[config.mk]
export PLATFORM = sky130hd
export DESIGN_NAME = envelope_gain
export DESIGN_NICKNAME = d
export VERILOG_FILES = /design/src/rtl/keyer_pkg.sv /design/src/rtl/envelope_gain.sv
export VERILOG_INCLUDE_DIRS = /design/src /design/src/include
export SDC_FILE = /design/constraint.sdc
export NUM_CORES = 1
export LEC_CHECK = 0
export BUFFER_PORTS_ARGS = -buffer_cell sky130_fd_sc_hd__buf_2
export CAP_MARGIN = 15
export CORE_ASPECT_RATIO = 1.25
export CORE_UTILIZATION = 46
export CTS_CLUSTER_SIZE = 16
export DETAILED_ROUTE_END_ITERATION = 10
export PLACE_DENSITY = 0.68
export SLEW_MARGIN = 25
export SYNTH_ARGS = -nofsm -noshare
export SYNTH_HDL_FRONTEND = slang
export SYNTH_SLANG_ARGS = --single-unit
[constraint.sdc]
create_clock -name aclk -period 7.93 [get_ports aclk]
set_input_delay 1.586 -clock aclk [delete_from_list [all_inputs] [get_ports aclk]]
set_output_delay 1.586 -clock aclk [all_outputs]
set_load 0.01 [all_outputs]
[src/include/keyer_consts.svh]
`ifndef KEYER_CONSTS_SVH
`define KEYER_CONSTS_SVH

`define KEYER_ADDR_WIDTH 10
`define KEYER_SAMPLE_WIDTH 16

// Product is shifted right by this much, so 1 << shift is unity gain.
`define KEYER_GAIN_SHIFT 15

`define KEYER_WB_ADDR_WIDTH 13

// Byte offsets on the Wishbone bus.
`define KEYER_REG_LENGTH 13'h0000
`define KEYER_REG_GAIN 13'h0004
`define KEYER_TABLE_BASE 13'h1000

`endif

[src/rtl/keyer_pkg.sv]
`include "keyer_consts.svh"

package keyer_pkg;

  typedef logic [`KEYER_ADDR_WIDTH-1:0] env_addr_t;
  typedef logic [`KEYER_SAMPLE_WIDTH-1:0] env_sample_t;
  typedef logic [`KEYER_SAMPLE_WIDTH-1:0] gain_t;

  typedef logic [`KEYER_WB_ADDR_WIDTH-1:0] wb_addr_t;
  typedef logic [31:0] wb_data_t;

  typedef enum logic [1:0]
  {
    RAMP_IDLE,
    RAMP_UP,
    RAMP_HOLD,
    RAMP_DOWN
  } ramp_state_t;

endpackage

[src/rtl/envelope_gain.sv]
`timescale 1ns/1ps
`include "keyer_consts.svh"

module envelope_gain
(
  input  logic                   aclk,
  input  logic                   aresetn,

  input  keyer_pkg::env_sample_t in_data,
  input  logic                   in_valid,
  output logic                   in_ready,

  input  keyer_pkg::gain_t       gain,

  output keyer_pkg::env_sample_t out_data,
  output logic                   out_valid,
  input  logic                   out_ready
);

  import keyer_pkg::*;

  localparam int PROD_WIDTH = 2 * `KEYER_SAMPLE_WIDTH;

  logic take;
  logic [PROD_WIDTH-1:0] product;
  logic [PROD_WIDTH-1:0] scaled;
  env_sample_t result;

  assign in_ready = !out_valid || out_ready;
  assign take = in_valid && in_ready;

  assign product = in_data * gain;
  assign scaled = product >> `KEYER_GAIN_SHIFT;
  assign result = (|scaled[PROD_WIDTH-1:`KEYER_SAMPLE_WIDTH]) ?
                  '1 : scaled[`KEYER_SAMPLE_WIDTH-1:0]; // Saturate.

  always_ff @(posedge aclk)
  begin
    if (!aresetn)
    begin
      out_valid <= 1'b0;
    end
    else if (take)
    begin
      out_valid <= 1'b1;
    end
    else if (out_ready)
    begin
      out_valid <= 1'b0;
    end
  end

  always_ff @(posedge aclk)
  begin
    if (take)
    begin
      out_data <= result;
    end
  end

  hold_on_stall: assert property (@(posedge aclk) disable iff (!aresetn)
    (out_valid && !out_ready) |=> (out_valid && $stable(out_data)));

endmodule

## Word level (Yosys, flattened, before mapping)

Cells that the tools add are included.

- Input bits: 36
- Register bits after elaboration: 17
- Output and inout port bits: 18
- Word-level logic and storage cells: 9

- Multiplexer cells: 2
- $mul: 1
- Reduce and logical (&&, ||, !) cells: 4

Operator list:

| cell | number |
|---|---|
| 16-bit by 16-bit multiplier with 32-bit output | 1 |
| 1-bit two-way mux | 2 |
| 2-bit nonzero test | 1 |
| 1-bit logical AND | 1 |
| 1-bit zero test | 1 |
| 1-bit logical OR | 1 |

## Longest topological paths before layout

- Depth in word-level cells: 4
- Depth in mapped cells: 23
- Depth with buffers taken out: 21

## Worst setup path before layout

Ideal clock, no wire load.

- Path type: input port to flip-flop
- Start point: in gain[7]
- End point: reg out_data[12] (data pin)
- Stages: 23
- Setup slack: 845 ps
- Data required time: 7660 ps
- Data arrival time: 6814 ps
- Setup time: 270 ps
- Path buffers: 2
- Cell sequence: clkbuf_1 > nand2_1 > fa_1 > inv_1 > fa_1 > inv_1 > fa_1 > inv_1 > fa_1 > fa_1 > inv_1 > fa_1 > inv_1 > ha_1 > clkbuf_2 > a21oi_1 > o21ai_1 > a2111oi_0 > a21oi_1 > o21ai_2 > o21ai_1 > a211oi_1 > o21ai_0

- Longest elaborated chain between the ends: 1

Ends and longest elaborated chain:

| what | RTL line | RTL |
|---|---|---|
| from (decl) | envelope_gain.sv:13 | `input keyer_pkg::gain_t gain,` |
| 16-bit by 16-bit multiplier with 32-bit output | envelope_gain.sv:32 | `assign product = in_data * gain;` |
| to (signal assigned) | envelope_gain.sv:57 | `out_data <= result;` |
| to (decl) | envelope_gain.sv:15 | `output keyer_pkg::env_sample_t out_data,` |

Every way passes these cells.
A chain may end at the register's enable or synchronous reset.

## Worst setup path in the final report

- Start point: in in_data[7]
- End point: reg out_data[14] (data pin)

- Longest elaborated chain between the ends: 1

Ends and longest elaborated chain:

| what | RTL line | RTL |
|---|---|---|
| from (decl) | envelope_gain.sv:9 | `input keyer_pkg::env_sample_t in_data,` |
| 16-bit by 16-bit multiplier with 32-bit output | envelope_gain.sv:32 |  |

Every way passes these cells.

==> flow_summary.yaml <==
final_layout:
  fin_nets: 1313
  multi_input_area_um2: 7203
  regArea_um2: 500.5
  syn2layout_area_growth_pct: 6.656
  layout-drive-gt1-share_pct: 7.332
  fillers: 1732
  antenna_cells: 0
floorplanning:
  die_height_um: 155.3
  start_util_pct: 47.42
  die-area_um2: 19350
  core_area_um2: 18240
  io_pins: 54
  row_count: 55
  dieWidth_um: 124.6
synth:
  synth_edf_count: 16
  yosysSeqAreaShare_pct: 5.788
  ys_warn_count: 0
  syn_area_um2: 8647
  yosys-top-cells-area: "fa_1 45%, ha_1 15%, inv_1 9.3%"
  synth.net_count: 1278
  yosysTopAreaCellShare_pct: 44.68
  synthFlopType: "edfxtp_1"
  ys_types: 40
  syn_inst: 948
  synth_area_leader_cell: "fa_1"
  synth-async-reset-ratio_pct: 0
  yosys_register_bits: 17
  syn_area_per_cell_um2: 9.121
clock_tree:
  clk_path_buf_depth: 2
  clk_latency_ns: 0.24
  numCtsBuffers: 3
  cts_tree: "built"
  cts_sinks: 17
  cts_resized: 0
  clk_pin_slew_ns: 0.05
  cts_root_buf: "clkbuf_16"
  htreeDepth: 1
  holdBufCountCts: 0
  post_cts_buffers: 0
sta:
  finalCriticalPeriod_ns: 7.557
  timing.setup.tns_ns: 0
  fmax_mhz: 132.3
  setup_violations: 0
  finClkSkew_ns: 0.001633
  slew_viol_final: 0
  tightest_slew_ns: 0.7452
  finalHoldViolCount: 0
  finalCritPeriodShare_pct: 95.30
  rsz0062_at_grt: "false"
  max-slew-margin-rel_pct: 50.32
worst_setup_path:
  critPathKind: "in2reg"
  cp-end-kind: "register"
  startpoint_type: "primary input"
  path_max_fanout: 16
  worstPathArrival_ns: 7.52
  required_ns: 7.89
routing:
  wl_um: 20710
  viasPerCell: 5.296
  ant_nets: 0
  vias: 6408
  wl_per_cell_um: 17.12
  drt-pass1-iter-count: 4
  drc: 0
  drt_iter0_drc: 322
grt:
  antenna_found_initial: 0
  grt_pass1_vias: 6985
  overflow: 0
  use_met2_pct: 43.67
  grt.busiest_layer: "met2"
  grt_pass1_wl_um: 34180
  grt_use_met1_pct: 26.23
  grtUsageTotal_pct: 22.37
  grt_max_degree: 17
  grtUsageMet3_pct: 1.410
worst_hold_path:
  worstHoldPathType: "reg2reg"
place:
  hpwl_um: 17060
  gp_congestion: 0.8588
  portBuffers: 53
run:
  timing.max_cap.violations: 0
status:
  status: "complete, no violations"
-- cell usage after synthesis (3+ instances only) --
cell type and n:
o21ai_1 3, xor2_1 4, a21oi_1 18, a31oi_1 3, clkbuf_1 32, inv_1 215, xnor2_1 11, nor3_1 6
a211oi_1 3, fa_1 193, nand2_1 155, and3_1 6, o21ai_0 12, ha_1 101, and2_1 122, nand3_1 4
a21o_1 8, edfxtp_1 16, nor2_1 8
-- critical path, cell delays in order --
cell and delay [ns]:
buf_2 0.29, nand2_1 0.13, fa_1 0.55, inv_1 0.06
fa_1 0.50, inv_1 0.06, fa_1 0.53, inv_1 0.06
fa_1 0.46, fa_1 0.49, inv_1 0.05, fa_1 0.47
inv_1 0.04, ha_1 0.31, nand2_1 0.05, o21ai_0 0.31
o21ai_0 0.18, nor3_1 0.33, nor2_1 0.12, a311o_2 0.39
xnor2_4 0.38, o21ai_0 0.17
-- registers in the layout, indices dropped and copies added (netlist names) --
signal,cells
out_valid,1
out_data,16
-- stage by stage --
stage / area, um^2 / util (%) / instances / setup slack [ns] / hold WS (ns)
floorplan: 8647 / - / 948 / 0.8453 / 0.6096
global placement: 9144 / 50.14 / 1206 / 0.3029 / 0.5060
detailed placement: 9144 / 50.14 / 1206 / 0.1298 / 0.5287
CTS: 9223 / 50.57 / 1210 / 0.3728 / 0.5364
global route: 9223 / 50.57 / 1210 / 0.01453 / 0.5930
finish: 9223 / 50.57 / 1210 / 0.3730 / 0.5343
-- path summary, 6_finish.rpt --
path | slack (ns) | to | cells after the start | startpoint
worst max-delay path | 0.37 | out_data[14] | 22 | in_data[7]
worst min-delay path | 0.53 | out_valid | 2 | out_valid
worst min register to register | 0.53 | out_valid | 2 | out_valid
worst max register to register | 6.53 | out_data[6] | 2 | out_valid
-- placed cells by master (no fill, tap or decap), types with 2 or more instances in the layout --
cell	n
a211oi_1	3
a21boi_0	2
a21o_1	8
a21oi_1	18
a31oi_1	3
and2_1	122
and3_1	6
and4_1	2
buf_2	53
buf_4	11
clkbuf_16	3
edfxtp_1	16
fa_1	193
ha_1	101
inv_1	215
nand2_1	155
nand3_1	4
nand4_1	2
nor2_1	8
nor2b_1	2
nor3_1	6
o21a_1	2
o21ai_0	12
o21ai_1	3
o21bai_1	2
or4_1	2
xnor2_1	11
xor2_1	4
-- cells by family (layout without fill, tap and decap cells) --
kind of cell,after synthesis,in the layout,synth area share [%]
flip-flops,17,17,5.788
AO/OA/AOI/OAI,61,61,4.442
AND/OR/NAND/NOR,311,311,17.73
buffers and inverters,249,283,10.91
XOR/XNOR,16,16,1.838
adder cells (fa/ha/maj),294,294,59.30
-- final cells by class --
class | instances | area share, %
timing repair buffer | 64 | 3.772
sequential | 17 | 5.427
clock buffer | 4 | 0.8547
inverter | 215 | 8.751
tap | 228 | 3.093
multi-input combinational | 682 | 78.10
-- per-layer routing --
| layer | vias to the layer above | share of wire (%) |
|---|---|---|
| li1 | 2895 | - |
| met1 | 3317 | 38 |
| met2 | 150 | 56 |
| met3 | 46 | 3.0 |
| met4 | 0 | 3.3 |
| met5 | - | 0 |
Power is not shown: default switching activity piles up to over one toggle a cycle in this logic, so the estimate is an artifact.
