**src/include/keyer_consts.svh**
```systemverilog
`ifndef KEYER_CONSTS_SVH
`define KEYER_CONSTS_SVH

`define KEYER_ADDR_WIDTH 10
`define KEYER_SAMPLE_WIDTH 16

// Product is shifted right by this much, so 1 << shift is unity gain.
`define KEYER_GAIN_SHIFT 15

`define KEYER_WB_ADDR_WIDTH 13

// Byte offsets on the Wishbone bus.
`define KEYER_REG_LENGTH 13'h0000
`define KEYER_REG_GAIN 13'h0004
`define KEYER_TABLE_BASE 13'h1000

`endif

```
**src/rtl/keyer_pkg.sv**
```systemverilog
`include "keyer_consts.svh"

package keyer_pkg;

  typedef logic [`KEYER_ADDR_WIDTH-1:0] env_addr_t;
  typedef logic [`KEYER_SAMPLE_WIDTH-1:0] env_sample_t;
  typedef logic [`KEYER_SAMPLE_WIDTH-1:0] gain_t;

  typedef logic [`KEYER_WB_ADDR_WIDTH-1:0] wb_addr_t;
  typedef logic [31:0] wb_data_t;

  typedef enum logic [1:0]
  {
    RAMP_IDLE,
    RAMP_UP,
    RAMP_HOLD,
    RAMP_DOWN
  } ramp_state_t;

endpackage

```
**src/rtl/keyer_regs.sv**
```systemverilog
`timescale 1ns/1ps
`include "keyer_consts.svh"

module keyer_regs
(
  input  logic                   aclk,
  input  logic                   aresetn,

  input  logic                   wb_cyc,
  input  logic                   wb_stb,
  input  logic                   wb_we,
  input  keyer_pkg::wb_addr_t    wb_adr,
  input  keyer_pkg::wb_data_t    wb_dat_w,
  output keyer_pkg::wb_data_t    wb_dat_r,
  output logic                   wb_ack,

  output logic                   ram_en,
  output logic                   ram_we,
  output keyer_pkg::env_addr_t   ram_addr,
  output keyer_pkg::env_sample_t ram_wdata,
  input  keyer_pkg::env_sample_t ram_rdata,

  output keyer_pkg::env_addr_t   ramp_length,
  output keyer_pkg::gain_t       gain
);

  import keyer_pkg::*;

  logic req;
  logic sel_table, sel_length, sel_gain;
  logic rd_table, rd_length, rd_gain;

  assign req = wb_cyc && wb_stb && !wb_ack; // Ack cycle is not a new request.

  assign sel_table = |(wb_adr & `KEYER_TABLE_BASE);
  assign sel_length = !sel_table && (wb_adr == `KEYER_REG_LENGTH);
  assign sel_gain = !sel_table && (wb_adr == `KEYER_REG_GAIN);

  // Table entries are word addressed.
  assign ram_en = req && sel_table;
  assign ram_we = wb_we;
  assign ram_addr = wb_adr[`KEYER_ADDR_WIDTH+1:2];
  assign ram_wdata = wb_dat_w[`KEYER_SAMPLE_WIDTH-1:0];

  always_ff @(posedge aclk)
  begin
    if (!aresetn)
    begin
      wb_ack <= 1'b0;
      rd_table <= 1'b0;
      rd_length <= 1'b0;
      rd_gain <= 1'b0;
      ramp_length <= '0;
      gain <= gain_t'(1 << `KEYER_GAIN_SHIFT);
    end
    else
    begin
      wb_ack <= req;
      if (req)
      begin
        rd_table <= sel_table;
        rd_length <= sel_length;
        rd_gain <= sel_gain;
        if (wb_we && sel_length)
        begin
          ramp_length <= wb_dat_w[`KEYER_ADDR_WIDTH-1:0];
        end
        if (wb_we && sel_gain)
        begin
          gain <= wb_dat_w[`KEYER_SAMPLE_WIDTH-1:0];
        end
      end
    end
  end

  // RAM data arrives in the ack cycle.
  always_comb
  begin
    wb_dat_r = '0;
    if (rd_table)
    begin
      wb_dat_r[`KEYER_SAMPLE_WIDTH-1:0] = ram_rdata;
    end
    else if (rd_gain)
    begin
      wb_dat_r[`KEYER_SAMPLE_WIDTH-1:0] = gain;
    end
    else if (rd_length)
    begin
      wb_dat_r[`KEYER_ADDR_WIDTH-1:0] = ramp_length;
    end
  end

  ack_single: assert property (@(posedge aclk) disable iff (!aresetn)
    wb_ack |=> !wb_ack);

endmodule

```
**config.mk**
```make
export PLATFORM = sky130hd
export DESIGN_NAME = keyer_regs
export DESIGN_NICKNAME = d
export VERILOG_FILES = /design/src/rtl/keyer_pkg.sv /design/src/rtl/keyer_regs.sv
export VERILOG_INCLUDE_DIRS = /design/src /design/src/include
export SDC_FILE = /design/constraint.sdc
export NUM_CORES = 1
export LEC_CHECK = 0
export BUFFER_PORTS_ARGS = -buffer_cell sky130_fd_sc_hd__buf_2
export CAP_MARGIN = 10
export CORE_MARGIN = 3
export CORE_UTILIZATION = 40
export DETAILED_ROUTE_END_ITERATION = 16
export PLACE_DENSITY = 0.9
export RECOVER_POWER = 50
export SLEW_MARGIN = 20
export SYNTH_ARGS = -nofsm -noshare
export SYNTH_HDL_FRONTEND = slang
export SYNTH_SLANG_ARGS = --single-unit
export TNS_END_PERCENT = 5
```
**constraint.sdc**
```tcl
create_clock -name aclk -period 2.9 [get_ports aclk]
set_input_delay 0.145 -clock aclk [delete_from_list [all_inputs] [get_ports aclk]]
set_output_delay 0.145 -clock aclk [all_outputs]
set_load 0.05 [all_outputs]
```
Word-level counts from Yosys, hierarchy flattened --
Cells that the tools add are included. W data, S select, Z words.
Storage, ports and cells: register bits 30, bits in latches 0, RAM bits 0, memory bits (read-only) 0, input port bits 66, output and inout bits 87, word-level logic and storage cells 23, memories kept 0
Cells by class: $add $sub $neg 0, multiply operators 0, div/mod/pow operators 0, $lt $le $gt $ge 0, eq/ne operators 1, shifts and indexed selects 0, muxes and demuxes 4, bitwise operators 0, reduce and logical (&&, ||, !) cells 12
Operators by type and width (number):
- $mux W10 | 2
- $mux W16 | 1
- $eq A13 B3 Y1 const B | 1
- $logic_not A13 Y1 | 1
- $logic_and A1 B1 Y1 | 7
- $mux W6 | 1
- $reduce_and A2 Y1 | 2
- $logic_not A1 Y1 | 2

Longest topological paths before layout --
depth in word-level cells 4, mapped depth 6, gate-level depth less buffers 4

Least setup slack after synthesis --
Ideal clock, no wire load.
kind register to output, from register rd_gain, to output wb_dat_r[7], arrival 1924 ps, required time 2755 ps, path slack 831 ps, cell stages (with the launch flop) 5, path buffers 1, cell sequence dfxtp_1 -> nor2b_1 -> clkbuf_1 -> a22oi_1 -> o21ai_0
Between the ends: longest elaborated chain between the ends 2
Ends and longest elaborated chain:
- start, declared | RTL line keyer_regs.sv:31 | logic rd_table, rd_length, rd_gain;
- start signal, assigned | RTL line keyer_regs.sv:63 | rd_gain <= sel_gain;
- $mux W10 | RTL line keyer_regs.sv:84 | else if (rd_gain)
- $mux W16 | RTL line keyer_regs.sv:80 | if (rd_table)
- end, declared | RTL line keyer_regs.sv:14 | output keyer_pkg::wb_data_t wb_dat_r,
Every way passes these cells.

Worst setup path after layout --
from register rd_gain, to output wb_dat_r[6]
Same word-level chain as after synthesis.

==> results.md <==
* H-tree Lvls at 2
* Vias in the first global route at 1595
* Cell Pwr Density at 450.7 mW/mm^2
* Die Width at 73.74 microns
* Clk sink count at 30
* DRC viols at 0
* Reg2reg start: wb_ack
* Most common library cells after synthesis: buf_4, o21ai_0, dfxtp_1, a21oi_1, nand3_1
* Worst r2r dst: ramp_length[6]
* Worst slew pin tran at 1.027 ns
* Reg2reg path depth at 5
* Register bit total from synthesis at 30
* Setup_tns at 0 ns
* Clk_lat worst skew at 0.27 ns
* Crit. Startpoint: rd_gain
* Class of the worst hold path: in2reg
* Post-synth EDFFs at 0
* VDD IR max at 0.0002667 V
* TritonCTS clock tree: yes
* Post-synth ARST share at 0%
* Largest net degree at the start of global routing at 32
* Post-CTS sizing at 0
* Initial core utilization at 41.87%
* Die area at 0.005438 sq mm
* Leading cell types by total area after synthesis: dfxtp_1, buf_4, o21ai_0
* Status: finished clean
* Crit-path max FO at 16
* Final setup vio count at 0
* Initial antenna violation count at 0
* Clock slew at reported path FFs at 0.06 ns
* Synthesized cell area at 0.001836 sq mm
* First-pass GRT wire length at 7293 microns
* ANT cells at 0
* Vias per cell at 5.145
* Syn avg cell area at 7.745 sq um
* Setup WS post-layout at 0.4596 ns
* Max transition margin at 31.46%
* Fmax at 0.4098 GHz
* Pre-antenna DRT Iters at 4
* Required @ worst endpoint at 2.76 ns
* R2R setup slack at 1.41 ns
* Grt ovf at 0
* Post-DP HPWL at 3651 microns
* Ys flop type: dfxtp_1
* Avg WL per Cell at 13.74 microns
* Layout area overhead at 17.45%
* Antenna viol nets, final at 0
* Seq/Total Area, Yosys at 32.72%
* Max-Cap Viols at 0
* Hold WS at 0.06061 ns
* Layout Nets at 387
* Num ports at 153
* CP Capture Type: output pin
* Port Buffers at 120
* Synth warn at 0
* Row Count at 24
* Share of cells above drive strength 1 at 26.88%
* Critical Path Sink: wb_dat_r[6]
* Leakage power at 0.8881 nW
* Startpoint Class: register
* Cts hold-fix bufs at 0
* Dpl cell area at 0.002133 sq mm
* Fin crit period at 2.440 ns
* Die height at 73.74 microns
* Dpl ws at 0.7603 ns
* Final Cycle Share at 84.15%
* Clock Path Buffers at 2
* Largest area contributor in the netlist: dfxtp_1
* Final hold violation count at 0
* Crit path DAT at 2.30 ns
* Gp weighted congestion at 0.7154
* Wirelength, routed at 5110 microns
* Cells after Synth at 237
* CTS buffer count at 5
* Number of setup buffers added after CTS at 0
* Gr usage total at 17.19%
* Pins Over Slew Limit at 0
* Clock root buffer: clkbuf_8
* RSZ-0062 raised after global routing: no
* Initial DRC count at 81
* Finished Cell Area at 0.002156 sq mm
* Post-Route Skew at 0.003367 ns
* Routed vias at 1914
* Crit path kind: reg2out
* Most common cell in the netlist: buf_4
* Synth unique cells at 25
* Synth top area share at 32.72%
* Core Region at 0.004384 sq mm
[how the worst min path moves through the flow]
stage / end / cells after the start / startpoint
5_1_grt: gain[15] / 2 / aresetn
3_5_place_dp: gain[15] / 2 / aresetn
3_3_place_gp: gain[15] / 2 / aresetn
4_1_cts: gain[15] / 2 / aresetn
6_report: gain[15] / 2 / aresetn
2_1_floorplan: gain[15] / 1 / aresetn
[flip-flops by register name, summed over array words and instances (netlist names)]
register,flops
gain,16
ramp_length,10
rd_gain,1
rd_length,1
rd_table,1
wb_ack,1
[worst max-delay path, cell delays in order, from the launching register on]
cell and delay, ns:
dfxtp_1 0.52, nor2b_1 0.81, a22oi_1 0.16, o21ai_0 0.23
buf_2 0.30
[through the flow]
stage,power (mW),std cells,util (%)
finish,0.9716,372,49.17
global route,1.015,372,49.17
CTS,0.9895,372,50.54
detailed placement,0.6677,366,48.66
global placement,0.6656,366,48.66
floorplan,0.6424,252,-
[layout make-up]
cell class | count | area, sq um
clock buffers | 6 | 82.58
fillers | 451 | 2228
inverters | 3 | 11.26
multi-input cells | 158 | 833.3
flip-flops and latches | 30 | 600.6
well taps | 52 | 65.06
repair buffers | 123 | 563.0
[layout by cell type, fill, tap and decap left out, drive strengths merged, types with 4 or more instances in the layout]
cell type,Yosys,routed
a21oi,27,27
a22oi,11,11
buf,49,75
clkbuf,12,54
conb,1,16
dfxtp,30,30
nand2,20,20
nand3,28,28
nor2,4,4
o21ai,39,39
[where the power goes]
part / total [mW] / switching [mW] / internal, mW
Sequential: 0.419 / 0.00575 / 0.413
Combinational: 0.235 / 0.192 / 0.0431
Clock: 0.317 / 0.135 / 0.182
[routing by layer]
metal / wire, microns / share of wire [%] / GRT usage [%] / vias up
met2: 2717 / 53 / 30.81 / 78
met3: 376 / 7.4 / 3.967 / 2
li1: - / - / - / 936
met5: 0 / 0 / 0 / -
met1: 1998 / 39 / 19.35 / 898
met4: 17 / 0.33 / 7.042 / 0
[kinds of logic (layout without fill, tap and decap cells)]
logic type             count (synthesis)  after routing  synth area share (%)
flip-flops                            30             30                 32.72
other                                  1             16                0.2043
AND/OR/NAND/NOR                       62             62                 18.20
buffers and inverters                 64            132                 24.95
AO/OA/AOI/OAI                         80             80                 23.93
Note: power is estimated with default switching activity, not from simulation.
