## config.mk

```make
export PLATFORM = sky130hd
export DESIGN_NAME = envelope_buffer
export DESIGN_NICKNAME = d
export VERILOG_FILES = /design/src/rtl/keyer_pkg.sv /design/src/rtl/envelope_buffer.sv
export VERILOG_INCLUDE_DIRS = /design/src /design/src/include
export SDC_FILE = /design/constraint.sdc
export NUM_CORES = 1
export LEC_CHECK = 0
export BUFFER_PORTS_ARGS = -buffer_cell sky130_fd_sc_hd__buf_4
export CAP_MARGIN = 15
export CORE_UTILIZATION = 40
export DETAILED_ROUTE_END_ITERATION = 16
export GPL_TIMING_DRIVEN = 0
export PLACE_DENSITY_LB_ADDON = 0.05
export SLEW_MARGIN = 10
export SYNTH_ARGS = -nofsm -noshare
export SYNTH_HDL_FRONTEND = slang
export SYNTH_SLANG_ARGS = --single-unit
```

## constraint.sdc

```tcl
create_clock -name aclk -period 1.9 [get_ports aclk]
set_input_delay 0.095 -clock aclk [delete_from_list [all_inputs] [get_ports aclk]]
set_output_delay 0.095 -clock aclk [all_outputs]
set_load 0.02 [all_outputs]
```

## src/include/keyer_consts.svh

```systemverilog
`ifndef KEYER_CONSTS_SVH
`define KEYER_CONSTS_SVH

`define KEYER_ADDR_WIDTH 10
`define KEYER_SAMPLE_WIDTH 16

// Product is shifted right by this much, so 1 << shift is unity gain.
`define KEYER_GAIN_SHIFT 15

`define KEYER_WB_ADDR_WIDTH 13

// Byte offsets on the Wishbone bus.
`define KEYER_REG_LENGTH 13'h0000
`define KEYER_REG_GAIN 13'h0004
`define KEYER_TABLE_BASE 13'h1000

`endif

```

## src/rtl/keyer_pkg.sv

```systemverilog
`include "keyer_consts.svh"

package keyer_pkg;

  typedef logic [`KEYER_ADDR_WIDTH-1:0] env_addr_t;
  typedef logic [`KEYER_SAMPLE_WIDTH-1:0] env_sample_t;
  typedef logic [`KEYER_SAMPLE_WIDTH-1:0] gain_t;

  typedef logic [`KEYER_WB_ADDR_WIDTH-1:0] wb_addr_t;
  typedef logic [31:0] wb_data_t;

  typedef enum logic [1:0]
  {
    RAMP_IDLE,
    RAMP_UP,
    RAMP_HOLD,
    RAMP_DOWN
  } ramp_state_t;

endpackage

```

## src/rtl/envelope_buffer.sv

```systemverilog
`timescale 1ns/1ps

module envelope_buffer
(
  input  logic                   aclk,
  input  logic                   aresetn,

  input  logic                   rd_en,
  input  keyer_pkg::env_sample_t rd_data,
  output logic                   buf_room,

  output keyer_pkg::env_sample_t out_data,
  output logic                   out_valid,
  input  logic                   out_ready
);

  import keyer_pkg::*;

  logic wr;
  logic pop;
  logic [1:0] count;
  logic [1:0] holds;
  env_sample_t data0, data1;

  assign holds = count + {1'b0, wr}; // Stored plus the RAM word now on rd_data.

  // Empty buffer passes RAM data straight through.
  assign out_valid = (count != 2'd0) || wr;
  assign out_data = (count != 2'd0) ? data0 : rd_data;
  assign pop = out_valid && out_ready;

  // Leave space for the read that is still in flight.
  assign buf_room = (holds == 2'd0) || ((holds == 2'd1) && out_ready);

  always_ff @(posedge aclk)
  begin
    if (!aresetn)
    begin
      wr <= 1'b0;
      count <= 2'd0;
    end
    else
    begin
      wr <= rd_en;
      count <= holds - {1'b0, pop};
    end
  end

  always_ff @(posedge aclk)
  begin
    case ({wr, pop})
      2'b10:
      begin
        if (count == 2'd0)
        begin
          data0 <= rd_data;
        end
        else
        begin
          data1 <= rd_data;
        end
      end
      2'b11:
      begin
        if (count == 2'd1)
        begin
          data0 <= rd_data;
        end
        else if (count == 2'd2)
        begin
          data0 <= data1;
          data1 <= rd_data;
        end
      end
      2'b01:
      begin
        data0 <= data1;
      end
      default:
      begin
      end
    endcase
  end

  no_overflow: assert property (@(posedge aclk) disable iff (!aresetn)
    wr |-> (count < 2'd2));

endmodule

```

### Word level (Yosys, flattened, before mapping)

Index checks and enable logic that the tools add are counted.

* add/subtract/negate cells: 2
* $mul: 0
* div/mod/pow operators: 0
* $lt $le $gt $ge: 0
* equal/unequal tests: 11
* shift operators: 0
* muxes and demuxes: 9
* bitwise gates (word level): 0
* reductions and logical operators: 11

Operators with widths (count)
* 16-bit two-way mux: 7
* 16-bit one-hot mux with 3 select lines: 1
* 16-bit one-hot mux with 2 select lines: 1
* 2-bit != test, second input constant: 4
* 2-bit by 1-bit equality test with 1-bit output, second input constant: 3
* 2-bit equality test, second input constant: 3
* 2-bit logical NOT: 2
* 4-bit AND reduction: 1
* 2-bit nonzero test: 2
* 3-bit != test, second input constant: 1
* 3-bit AND reduction: 1
* 3-bit nonzero test: 1
* 2-bit by 1-bit adder with 2-bit output: 1
* 1-bit logical AND: 2
* 1-bit logical OR: 2
* 2-bit by 1-bit subtractor with 2-bit output: 1

* register bits: 35
* bits in latches: 0
* bits in writable memories: 0
* ROM bits: 0
* input port bits: 20
* output and inout bits: 18
* logic and storage cells: 37
* memories: 0

### Logic depth before layout (Yosys ltp)

* depth in word-level cells: 6
* gate-level depth with buffers: 8

### Worst setup path after synthesis

Ideal clock, no wire load.

* path type: register to register
* from: register count[0]
* to: register data1[0], enable pin
* data arrival time: 1.484 ns
* slack: 0.042 ns
* stages on the path, launching flop included: 7
* buffers on the path: 2
* clock period less this slack: 1.858 ns
* cells stage by stage: dfxtp_1 > inv_1 > ha_1 > buf_6 > buf_2 > o21ai_0 > and2_1

* cells in the longest elaborated chain, start to end: 6

Ends and longest elaborated chain
* start: declaration: RTL line envelope_buffer.sv:21 `logic [1:0] count;`
* start signal: assignment: RTL line envelope_buffer.sv:45 `count <= holds - {1'b0, pop};`
* 2-bit nonzero test: RTL line envelope_buffer.sv:28 `assign out_valid = (count != 2'd0) || wr;`
* 1-bit logical OR: RTL line envelope_buffer.sv:28
* 1-bit logical AND: RTL line envelope_buffer.sv:30 `assign pop = out_valid && out_ready;`
* 2-bit equality test: RTL line envelope_buffer.sv:51 `case ({wr, pop})`
* 2-bit != test (no source line) or 2-bit nonzero test (tied branches)
* 4-bit AND reduction (no source line) *
* end signal: assignment: RTL line envelope_buffer.sv:60 `data1 <= rd_data;`
* end signal: assignment: RTL line envelope_buffer.sv:72 `data1 <= rd_data;`
* end: declaration: RTL line envelope_buffer.sv:23 `env_sample_t data0, data1;`

Every way passes the cells marked *; elsewhere a longest branch is shown, timed or not.
A chain may end at the register's enable or synchronous reset.

### Worst setup path after layout

* from: register count[0]
* to: output out_data[8]

* cells in the longest elaborated chain, start to end: 2

Ends and longest elaborated chain
* 2-bit nonzero test: RTL line envelope_buffer.sv:29 `assign out_data = (count != 2'd0) ? data0 : rd_data;`
* 16-bit two-way mux: RTL line envelope_buffer.sv:29
* end: declaration: RTL line envelope_buffer.sv:12 `output keyer_pkg::env_sample_t out_data,`

No other way between the ends.

==> impl_metrics.csv <==
group,metric,value,unit
run_status,status,"finished, final reports clean",
synth,mappedNetlistArea,0.00164,mm2
floorplan,die_area,0.00436,mm2
timing,max_slew_margin,0.824,
timing,final_max_slew_viol_count,0,
timing,worst_slew_pin_slew,263,ps
timing,fin_setup_tns,0,ps
detailed_routing,dr.first_iter.drc_count,19,
min_path,hold_start,"rd_data[12]",
power_and_ir_drop,p_per_area,1440,mW/mm2
clocking,cts_tree,"built",
synth,syn-mean-instance-area,17.5,um2
timing,holdWs,8.86,ps
setup_path,worstPathMaxFanout,10,
min_path,min_delay_path_depth,1,
setup_path,regToRegSetupSlack,110,ps
global_route,grt_pass1_vias,957,
finish,fillCellCount,323,
place,pre_cts_ws,-343,ps
setup_path,crit_arrival,1700,ps
global_route,globalRouteOverflowTotal,0,
synth,ys_async_sr_fraction,0,
place,place_inst,179,
synth,synth_edf_count,32,
detailed_routing,drcViolationCount,0,
timing,fin_crit,1790,ps
timing,finalHoldViolations,0,
min_path,hold_path_class,"input pin to register",
floorplan,initial_utilization,0.432,
setup_path,worstPathRequired,1800,ps
setup_path,critPathMaxStageDelay,340,ps
global_route,antenna_found_initial,0,
power_and_ir_drop,power_frac_clock,0.157,
finish,mostFrequentLayoutCell,"buf_4",
setup_path,crit_slowest_cell,"mux2_2",
power_and_ir_drop,comb_power_share,0.474,
finish,synthToLayoutAreaGrowth,31.8,%
setup_path,crit_path_end_kind,"primary output",
power_and_ir_drop,switching_share,0.335,
synth,syn_inst,94,
setup_path,startpoint_type,"register",
setup_path,r2r_cells,7,
floorplan,rows,22,
synth,yosys_warnings,0,
clocking,insertion_delay,280,ps
clocking,cts-buffers-inserted,5,
global_route,grt_pass1_wl,4450,um
place,port_buffers,37,
finish,mostFrequentLayoutCells,"buf_4, edfxtp_1, mux2_2",
finish,n_antenna_cell,0,
power_and_ir_drop,switchingPower,1050,uW
detailed_routing,ant_nets,0,
power_and_ir_drop,p_leak,0.000882,uW
detailed_routing,wl,2830,um
floorplan,io_pins,38,
global_route,track_usage,0.141,
synth,synth-seq-area-share,0.622,
floorplan,core,0.00380,mm2
finish,drive_above_1_share,0.568,
timing,finalCritPeriodShare,0.944,
clocking,ctsRootBufferMaster,"clkbuf_8",
detailed_routing,wire_per_inst,14.6,um
min_path,whs_endpoint,"data1[12]$_DFFE_PP_",
setup_path,critical_path.cell_chain,"inv_1 -> ha_1 -> buf_6 -> buf_8 -> mux2_2 -> buf_4",
detailed_routing,viasPerCell,4.84,
global_route,grt_max_degree,17,
clocking,cts_buffer_depth,2,
synth,ys_ff_latch,35,
place,gp_congestion,0.677,
setup_path,path_class,"register to primary output",
timing,setup_slack,106,ps
clocking,cts_num_sinks,35,
detailed_routing,first_pass_iters,3,
timing,max_freq,557,MHz
synth,yosysTopAreaCellShare,0.586,
finish,nNetsFinal,171,
synth,yosys.cell_types.count,18,
detailed_routing,via_count,938,
floorplan,die_w,66.0,um
clocking,post_cts_buffers,0,
power_and_ir_drop,p_int,2080,uW
synth,yosys.area.top_type,"edfxtp_1",
finish,stdcell_count,194,
timing,final-setup-viol-count,0,
power_and_ir_drop,ir_drop,604,uV
place,dp_hpwl,1890,um
timing,finClkSkew,4.97,ps
synth,synth.area.top_cells,"edfxtp_1, mux2_2, mux2_4",
setup_path,reg2reg_from,"count[0]$_SDFF_PN0_",
clocking,path_clk_slew,70,ps
synth,ys.flop_type,"edfxtp_1",
setup_path,r2r-end,"data0[2]$_DFFE_PP_",
floorplan,die_y,66.0,um
flow_run,maxCapViolations,0,
power_and_ir_drop,pwr-share-seq,0.369,
synth,syn_nets,119,
clocking,htreeDepth,2,
timing,rsz0062_at_grt,"no",
==> area by class of cell <==
type / count / area [um2] / area share
timing repair buffer: 45 / 358 / 0.166
multi-input combinational: 52 / 588 / 0.272
tap: 48 / 60.1 / 0.0278
buffer: 3 / 41.3 / 0.0191
sequential: 35 / 1020 / 0.473
clock buffer: 5 / 68.8 / 0.0318
clock inverter: 2 / 8.76 / 0.00405
inverter: 4 / 15.0 / 0.00694
==> synth_stat cells (all sizes together), types with 2 or more instances <==
master and number:
and2 4, buf 3, dfxtp 3, edfxtp 32, ha 5, inv 4
mux2 32, nand2 2, xor2 2
==> cells by family after synthesis <==
kind of cell / share of synthesized area
XOR/XNOR: 0.0107
multiplexers: 0.243
AND/OR/NAND/NOR: 0.0473
AO/OA/AOI/OAI: 0.0130
adder cells (fa/ha/maj): 0.0381
flip-flops: 0.622
buffers and inverters: 0.0259
==> worst max-delay path: cells and delay by family (launching register included) <==
| kind | cells | cell delay [ps] |
|---|---|---|
| buf+inv | 4 | 580 |
| mux | 1 | 340 |
| flops | 1 | 330 |
| fa+ha+maj | 1 | 170 |
==> per-stage QoR <==
step | utilization | total power [uW] | instance area (um2)
2_1_floorplan | - | 2110 | 1640
3_5_place_dp | 0.521 | 2600 | 1980
5_1_grt | 0.569 | 3300 | 2160
3_3_place_gp | 0.521 | 2580 | 1980
4_1_cts | 0.553 | 3130 | 2100
6_report | 0.569 | 3120 | 2160
==> layer usage <==
metal  global-route usage  vias up  part of all wire
met1                0.173      451              0.46
met4               0.0638        0             0.016
met5                    0        -                 0
met3               0.0397        7             0.043
met2                0.231       25              0.48
li1                     -      455                 -
==> sequential cells by signal (all words and copies together) (netlist names) <==
name,count
count,2
data0,16
data1,16
wr,1
==> how the worst max path moves through the flow <==
| stage | to | slack (ps) | cells after the start | from |
|---|---|---|---|---|
| after detailed placement | data1[9]$_DFFE_PP_ | -340 | 6 | count[0]$_SDFF_PN0_ |
| after global placement | data1[13]$_DFFE_PP_ | -310 | 6 | count[0]$_SDFF_PN0_ |
| after floorplan | data1[0]$_DFFE_PP_ | 40 | 6 | count[0]$_SDFF_PN0_ |
| after CTS | out_data[8] | 20 | 6 | count[0]$_SDFF_PN0_ |
| final | out_data[8] | 110 | 6 | count[0]$_SDFF_PN0_ |
| after global routing | data0[2]$_DFFE_PP_ | 3 | 7 | count[0]$_SDFF_PN0_ |
==> timing repair <==
| action | in CTS | in global routing |
|---|---|---|
| gates resized for setup | 4 | 4 |
| hold endpoints to repair | 3 | 5 |
| endpoints found under the setup margin | 40 | 34 |
| gates cloned | 0 | 0 |
| hold buffers | 3 | 5 |
==> power groups by stage <==
stage                     Sequential [uW]  Clock [uW]  Combinational [uW]
final                                1150         491                1480
after global routing                 1170         533                1590
after CTS                            1160         504                1470
after detailed placement             1170           0                1430
after global placement               1160           0                1410
after floorplan                      1140           0                 971
Note: power is estimated with default switching activity, not from simulation.
