==> src/include/keyer_consts.svh <==
`ifndef KEYER_CONSTS_SVH
`define KEYER_CONSTS_SVH

`define KEYER_ADDR_WIDTH 10
`define KEYER_SAMPLE_WIDTH 16

// Product is shifted right by this much, so 1 << shift is unity gain.
`define KEYER_GAIN_SHIFT 15

`define KEYER_WB_ADDR_WIDTH 13

// Byte offsets on the Wishbone bus.
`define KEYER_REG_LENGTH 13'h0000
`define KEYER_REG_GAIN 13'h0004
`define KEYER_TABLE_BASE 13'h1000

`endif

==> src/rtl/keyer_pkg.sv <==
`include "keyer_consts.svh"

package keyer_pkg;

  typedef logic [`KEYER_ADDR_WIDTH-1:0] env_addr_t;
  typedef logic [`KEYER_SAMPLE_WIDTH-1:0] env_sample_t;
  typedef logic [`KEYER_SAMPLE_WIDTH-1:0] gain_t;

  typedef logic [`KEYER_WB_ADDR_WIDTH-1:0] wb_addr_t;
  typedef logic [31:0] wb_data_t;

  typedef enum logic [1:0]
  {
    RAMP_IDLE,
    RAMP_UP,
    RAMP_HOLD,
    RAMP_DOWN
  } ramp_state_t;

endpackage

==> src/rtl/keyer_ramp.sv <==
`timescale 1ns/1ps

module keyer_ramp
(
  input  logic                 aclk,
  input  logic                 aresetn,

  input  logic                 key_flag,
  input  keyer_pkg::env_addr_t ramp_length,

  input  logic                 buf_room,
  output logic                 rd_en,
  output keyer_pkg::env_addr_t rd_addr
);

  import keyer_pkg::*;

  ramp_state_t state;
  env_addr_t addr;
  env_addr_t addr_inc;
  env_addr_t length_q;
  logic length_lowered;

  assign rd_en = buf_room; // Every cycle with room issues a read.
  assign rd_addr = addr;
  assign addr_inc = addr + 1'b1;

  always_ff @(posedge aclk)
  begin
    if (!aresetn)
    begin
      state <= RAMP_IDLE;
      addr <= '0;
    end
    else if (rd_en)
    begin
      case (state)
        RAMP_IDLE:
        begin
          if (key_flag && (ramp_length != '0))
          begin
            state <= RAMP_UP;
          end
        end
        RAMP_UP:
        begin
          if (addr >= ramp_length)
          begin
            state <= RAMP_HOLD; // Length was lowered under us.
          end
          else
          begin
            addr <= addr_inc;
            if (addr_inc == ramp_length)
            begin
              state <= RAMP_HOLD;
            end
          end
        end
        RAMP_HOLD:
        begin
          if (!key_flag)
          begin
            state <= RAMP_DOWN;
          end
        end
        RAMP_DOWN:
        begin
          if (addr <= env_addr_t'(1))
          begin
            addr <= '0;
            state <= RAMP_IDLE;
          end
          else
          begin
            addr <= addr - 1'b1;
          end
        end
        default:
        begin
          state <= RAMP_IDLE;
          addr <= '0;
        end
      endcase
    end
  end

  // Tracks a length drop until the ramp is back at idle.
  always_ff @(posedge aclk)
  begin
    if (!aresetn)
    begin
      length_q <= '0;
      length_lowered <= 1'b0;
    end
    else
    begin
      length_q <= ramp_length;
      if (state == RAMP_IDLE)
      begin
        length_lowered <= 1'b0;
      end
      else if (ramp_length < length_q)
      begin
        length_lowered <= 1'b1;
      end
    end
  end

  addr_in_range: assert property (@(posedge aclk)
    disable iff (!aresetn || length_lowered || (ramp_length < length_q))
    addr <= ramp_length);

endmodule

==> config.mk <==
export PLATFORM = sky130hd
export DESIGN_NAME = keyer_ramp
export DESIGN_NICKNAME = d
export VERILOG_FILES = /design/src/rtl/keyer_pkg.sv /design/src/rtl/keyer_ramp.sv
export VERILOG_INCLUDE_DIRS = /design/src /design/src/include
export SDC_FILE = /design/constraint.sdc
export NUM_CORES = 1
export LEC_CHECK = 0
export ABC_AREA = 1
export BUFFER_PORTS_ARGS = -buffer_cell sky130_fd_sc_hd__buf_2
export CELL_PAD_IN_SITES_DETAIL_PLACEMENT = 0
export CELL_PAD_IN_SITES_GLOBAL_PLACEMENT = 2
export CORE_AREA = 5 5 78 80
export DETAILED_ROUTE_END_ITERATION = 8
export DIE_AREA = 0 0 83 85
export PLACE_DENSITY_LB_ADDON = 0.1
export SLEW_MARGIN = 20
export SYNTH_ARGS = -nofsm -noshare
export SYNTH_HDL_FRONTEND = slang
export SYNTH_SLANG_ARGS = --single-unit
export TNS_END_PERCENT = 30
==> constraint.sdc <==
create_clock -name aclk -period 2.1 [get_ports aclk]
set_input_delay 0.105 -clock aclk [delete_from_list [all_inputs] [get_ports aclk]]
set_output_delay 0.105 -clock aclk [all_outputs]
set_load 0.05 [all_outputs]
# Word-level counts from Yosys, hierarchy flattened
# Cells that the tools add are included.
[classes]
n_addsub = 2
magnitude_cmp = 2
eq_ne = 9
n_mux = 9
n_reduce_logical = 6
[ops]
columns = ["operator", "n"]
rows = [
  ["$mux W10", 2],
  ["$pmux W10 S2", 1],
  ["$add A10 B1 Y10 const B", 1],
  ["$eq A10 B10 Y1", 1],
  ["$ge A10 B10 Y1", 1],
  ["$le A10 B1 Y1 const B", 1],
  ["$mux W2", 5],
  ["$reduce_bool A10 Y1", 1],
  ["$sub A10 B1 Y10 const B", 1],
  ["$ne A2 B2 Y1 const B", 4],
  ["$pmux W2 S4", 1],
  ["$reduce_and A5 Y1", 1],
  ["$eq A2 B2 Y1 const B", 2],
  ["$ne A3 B3 Y1 const B", 1],
  ["$reduce_and A3 Y1", 1],
  ["$eq A2 B1 Y1 const B", 1],
  ["$logic_not A2 Y1", 1],
  ["$reduce_bool A2 Y1", 1],
  ["$logic_and A1 B1 Y1", 1],
]
[word_totals]
register_bits = 12
in_bits = 14
output_inout_bits = 11
word_cells = 30

# Longest topological paths before layout
[logic_depth]
depth_word = 5
ltp_mapped = 17
depth_no_buf = 17

# Least setup slack after synthesis
# Ideal clock, no wire load.
[synth_path]
path_kind = "register -> register"
startpoint = "register addr[0] (netlist: rd_addr[0])"
endpoint = "register addr[0] (netlist: rd_addr[0])"
setup_ns = 0.066
arrival_ns = 2.164
required_ns = 2.034
path_slack_ns = -0.130
stages_incl_launch_ff = 12
n_path_buf = 1
period_less_slack_ns = 2.230
path_cell_list = "dfxtp_1 inv_1 ha_1 inv_1 nor3_1 nand4_1 nand4_1 nand2_1 nand3_1 clkbuf_1 a21oi_1 nor2_1"
[synth_between]
elab_chain_len = 3
word_cells_on_any_way = 9
cone_classes = "2 x add/sub; 2 x order compare; 1 x eq/ne; 3 x mux; 1 x reduce/logical"
[synth_rtl]
columns = ["item", "line", "source"]
rows = [
  ["start, declared", "keyer_ramp.sv:19", "env_addr_t addr;"],
  ["start signal, assigned", "keyer_ramp.sv:53", "addr <= addr_inc;"],
  ["start signal, assigned", "keyer_ramp.sv:76", "addr <= addr - 1'b1;"],
  ["$sub A10 B1 Y10 (tied with other cells)", "keyer_ramp.sv:76", ""],
  ["$mux W10 (tied with other cells)", "keyer_ramp.sv:69", "if (addr <= env_addr_t'(1))"],
  ["$pmux W10 S2 or $reduce_and A3 Y1 (tied branches)", "n/a", ""],
]
# Parallel ways exist; a longest one is shown, timed or not. The select of a mux whose other input is x is not followed.
# A chain may end at the register's enable or synchronous reset.

# Worst setup path in the final report
[layout_path]
startpoint = "register addr[0] (netlist: rd_addr[0])"
endpoint = "register state[0]"
[layout_between]
elab_chain_len = 4
word_cells_on_any_way = 9
cone_classes = "1 x add/sub; 2 x order compare; 3 x eq/ne; 2 x mux; 1 x reduce/logical"
[layout_rtl]
columns = ["item", "line", "source"]
rows = [
  ["$add A10 B1 Y10", "keyer_ramp.sv:26", "assign addr_inc = addr + 1'b1;"],
  ["$eq A10 B10 Y1", "keyer_ramp.sv:54", "if (addr_inc == ramp_length)"],
  ["$ne A3 B3 Y1 (no source line)", "n/a", ""],
  ["$reduce_and A5 Y1 (no source line)", "n/a", ""],
  ["end signal, assigned", "keyer_ramp.sv:32", "state <= RAMP_IDLE;"],
  ["end signal, assigned", "keyer_ramp.sv:56", "state <= RAMP_HOLD;"],
  ["end signal, assigned", "keyer_ramp.sv:64", "state <= RAMP_DOWN;"],
  ["end, declared", "keyer_ramp.sv:18", "ramp_state_t state;"],
]
# Parallel ways exist; a longest one is shown, timed or not.

==> flow_metrics.env <==
export IMPL_fmax_mhz=531.8
export IMPL_row_count=27
export IMPL_grt_antenna_before_repair=0
export IMPL_synth_largest_area_cell="dfxtp_1"
export IMPL_hp_class="input pin to flip-flop"
export IMPL_rr_worst_depth=15
export IMPL_multi_input_area_um2=1157
export IMPL_die_w_um=83
export IMPL_worstMarginPinSlew_ps=324.4
export IMPL_clk_pin_slew_ps=70
export IMPL_layout_commonest_cell="nand2_1"
export IMPL_grt_max_degree=21
export IMPL_post_cts_buffers=0
export IMPL_clockBufferDepth=2
export IMPL_relSlewSlack=0.7817
export IMPL_portBuffers=24
export IMPL_synthArstFlopShare=0
export IMPL_drt_iter0_drc=84
export IMPL_cts_made_buffers=3
export IMPL_synth_top_family_by_area="simple AND/OR/NAND/NOR gates"
export IMPL_synth_warnings=0
export IMPL_arrival_ps=2020
export IMPL_die_area_um2=7055
export IMPL_timing_rr_start="rd_addr[0]"
export IMPL_synthMuxAreaShare=0
export IMPL_crit_path_end_kind="flip-flop"
export IMPL_syn_area_um2=1589
export IMPL_stdcell_count=348
export IMPL_ys_types=36
export IMPL_nets=310
export IMPL_hold_viol_final=0
export IMPL_routedWlPerCell_um=14.56
export IMPL_vdd_drop_max_mv=0.2596
export IMPL_grt_pass1_vias=1646
export IMPL_clk_latency_ps=250
export IMPL_cts_sinks=12
export IMPL_grt_ovfl_total=0
export IMPL_critPathCapture="state[0]"
export IMPL_syn_inst=247
export IMPL_synthAdderAreaFrac=0.1417
export IMPL_synth_compound_area_share=0.1598
export IMPL_p_leak_nw=0.9798
export IMPL_fin_util=0.3516
export IMPL_fp_dieH_um=85
export IMPL_wirelength_mm=5.068
export IMPL_pwr_density_cell_nw_per_um2=683.3
export IMPL_synth_area_top_cells="dfxtp_1 (15%), ha_1 (14%), nand2_1 (13%)"
export IMPL_critPathRequiredTime_ps=2240
export IMPL_timing_worst_setup_path_type="flip-flop to flip-flop"
export IMPL_synth_xor_area_share=0.03858
export IMPL_cap_violations=0
export IMPL_tns_ps=0
export IMPL_cts_root_buf="clkbuf_8"
export IMPL_avgSynthCellArea_um2=6.433
export IMPL_cts_tree="done"
export IMPL_initial_core_util=0.2977
export IMPL_rsz0062_at_grt="no"
export IMPL_worstPathMaxFanout=4
export IMPL_finalCritPeriodShare=0.8955
export IMPL_hpwlAfterDp_mm=4.153
export IMPL_holdCritStartpoint="aresetn"
export IMPL_detail_route_antenna_nets=0
export IMPL_vias=1652
export IMPL_layout_common_cells="nand2_1 (54), inv_1 (32), buf_2 (24)"
export IMPL_core_area_um2=5338
export IMPL_syn_nets=279
export IMPL_ctsHoldBuffers=0
export IMPL_synth_edf_count=0
export IMPL_dp_cells=345
export IMPL_grt_pass1_wl_mm=8.452
export IMPL_finClkSkew_ps=6.710
export IMPL_num_antenna_cells=0
export IMPL_ys_seq_area_frac=0.1512
export IMPL_boundaryPins=25
export IMPL_register_area_um2=242.7
export IMPL_placed_area_um2=1831
export IMPL_grt_util_all_layers=0.1488
export IMPL_cp_startpoint="rd_addr[0]"
export IMPL_startpoint_type="flip-flop"
export IMPL_setup_viol=0
export IMPL_areaGrowthSynthToFinish_pct=18.11
export IMPL_viasPerCell=4.747
export IMPL_yosys_area_top_type_share=0.1512
export IMPL_finalCriticalPeriod_ps=1881
export IMPL_routabilityCongestion=0.7760
export IMPL_finish_instance_area_um2=1877
export IMPL_dr_pass1_iters=4
export IMPL_rrSetupSlack_ps=220
export IMPL_layout_drive_gt1_share=0.2391
export IMPL_yosys_area_share_simple=0.3858
export IMPL_cts_resized=0
export IMPL_cts_max_level=1
export IMPL_ys_flop_type="dfxtp_1"
export IMPL_r2r_end="state[0]"
export IMPL_num_fill_cells=641
export IMPL_drc_errors=0
export IMPL_drv_slew=0
export IMPL_outcome="finished, final reports clean"
export IMPL_ys_ff_latch=12
==> worst min-delay path by stage <==
stage	to	slack [ps]	depth (start not counted)
final	state[0]	210	3
after global routing	state[0]	220	3
after CTS	state[0]	200	3
after detailed placement	state[0]	470	3
after global placement	state[0]	460	3
after floorplan	rd_addr[0]	230	2
==> registers in the layout (all words and copies together), names as in the netlist <==
register,cells
rd_addr,10
state,2
==> report_power, final <==
part           switching, mW  internal, mW  total (mW)
logic                  0.488         0.266       0.754
clock network          0.107         0.127       0.234
registers             0.0332         0.261       0.294
==> critical path, cell delays in order (launching register included) <==
cell and delay, ps:
dfxtp_2 330, inv_1 70, buf_4 150, ha_1 330
inv_1 60, nor2_1 30, nor2_1 90, nand3_1 80
nor2_1 120, nand3_2 80, nor2_2 100, nand3_2 70
nand2_2 90, nand3_1 70, nand2_1 60, nor2_1 40
==> kinds of logic (layout without fill, tap and decap cells) <==
kind of cell,Yosys count,in the layout
adder cells (fa/ha/maj),18,18
AO/OA/AOI/OAI,44,44
flip-flops,12,12
XOR/XNOR,7,7
AND/OR/NAND/NOR,122,122
buffers and inverters,44,73
==> cells in the mapped netlist, types with 3 or more instances <==
master    instances
nand2_2           5
nor2_1           16
clkbuf_1          3
o21ai_0          12
nor3_1            3
a21oi_1          16
o22ai_1           7
buf_6             3
nor2_2            4
nand2_1          54
dfxtp_1          12
nand4_1           6
nand3_2           3
xor2_1            6
ha_1             18
o21ai_1           4
inv_2             3
nand3_1          19
inv_1            32
nor2_4            3
==> metal layers <==
layer	track usage	wire, um	vias to the layer above
li1	-	-	876
met4	0.05201	97	0
met1	0.2121	2605	736
met5	0	0	-
met2	0.2303	2233	32
met3	0.01748	131	8
==> metrics by stage <==
step	total power, mW	setup slack (ps)	hold WS [ps]
after floorplan	0.8662	-43.37	233.3
after global routing	1.392	25.73	222.7
after detailed placement	1.056	143.7	469.3
after global placement	1.065	188.4	464.4
after CTS	1.298	116.8	202.2
final	1.282	219.5	205.2
==> layout make-up <==
type                       instances  share of cell area
clock buffer                       3             0.02200
inverter                          36             0.07333
multi-input combinational        191              0.6167
sequential                        12              0.1293
tap                               72             0.04800
timing repair buffer              34              0.1107
No activity file was read; power rests on OpenSTA's default activity.
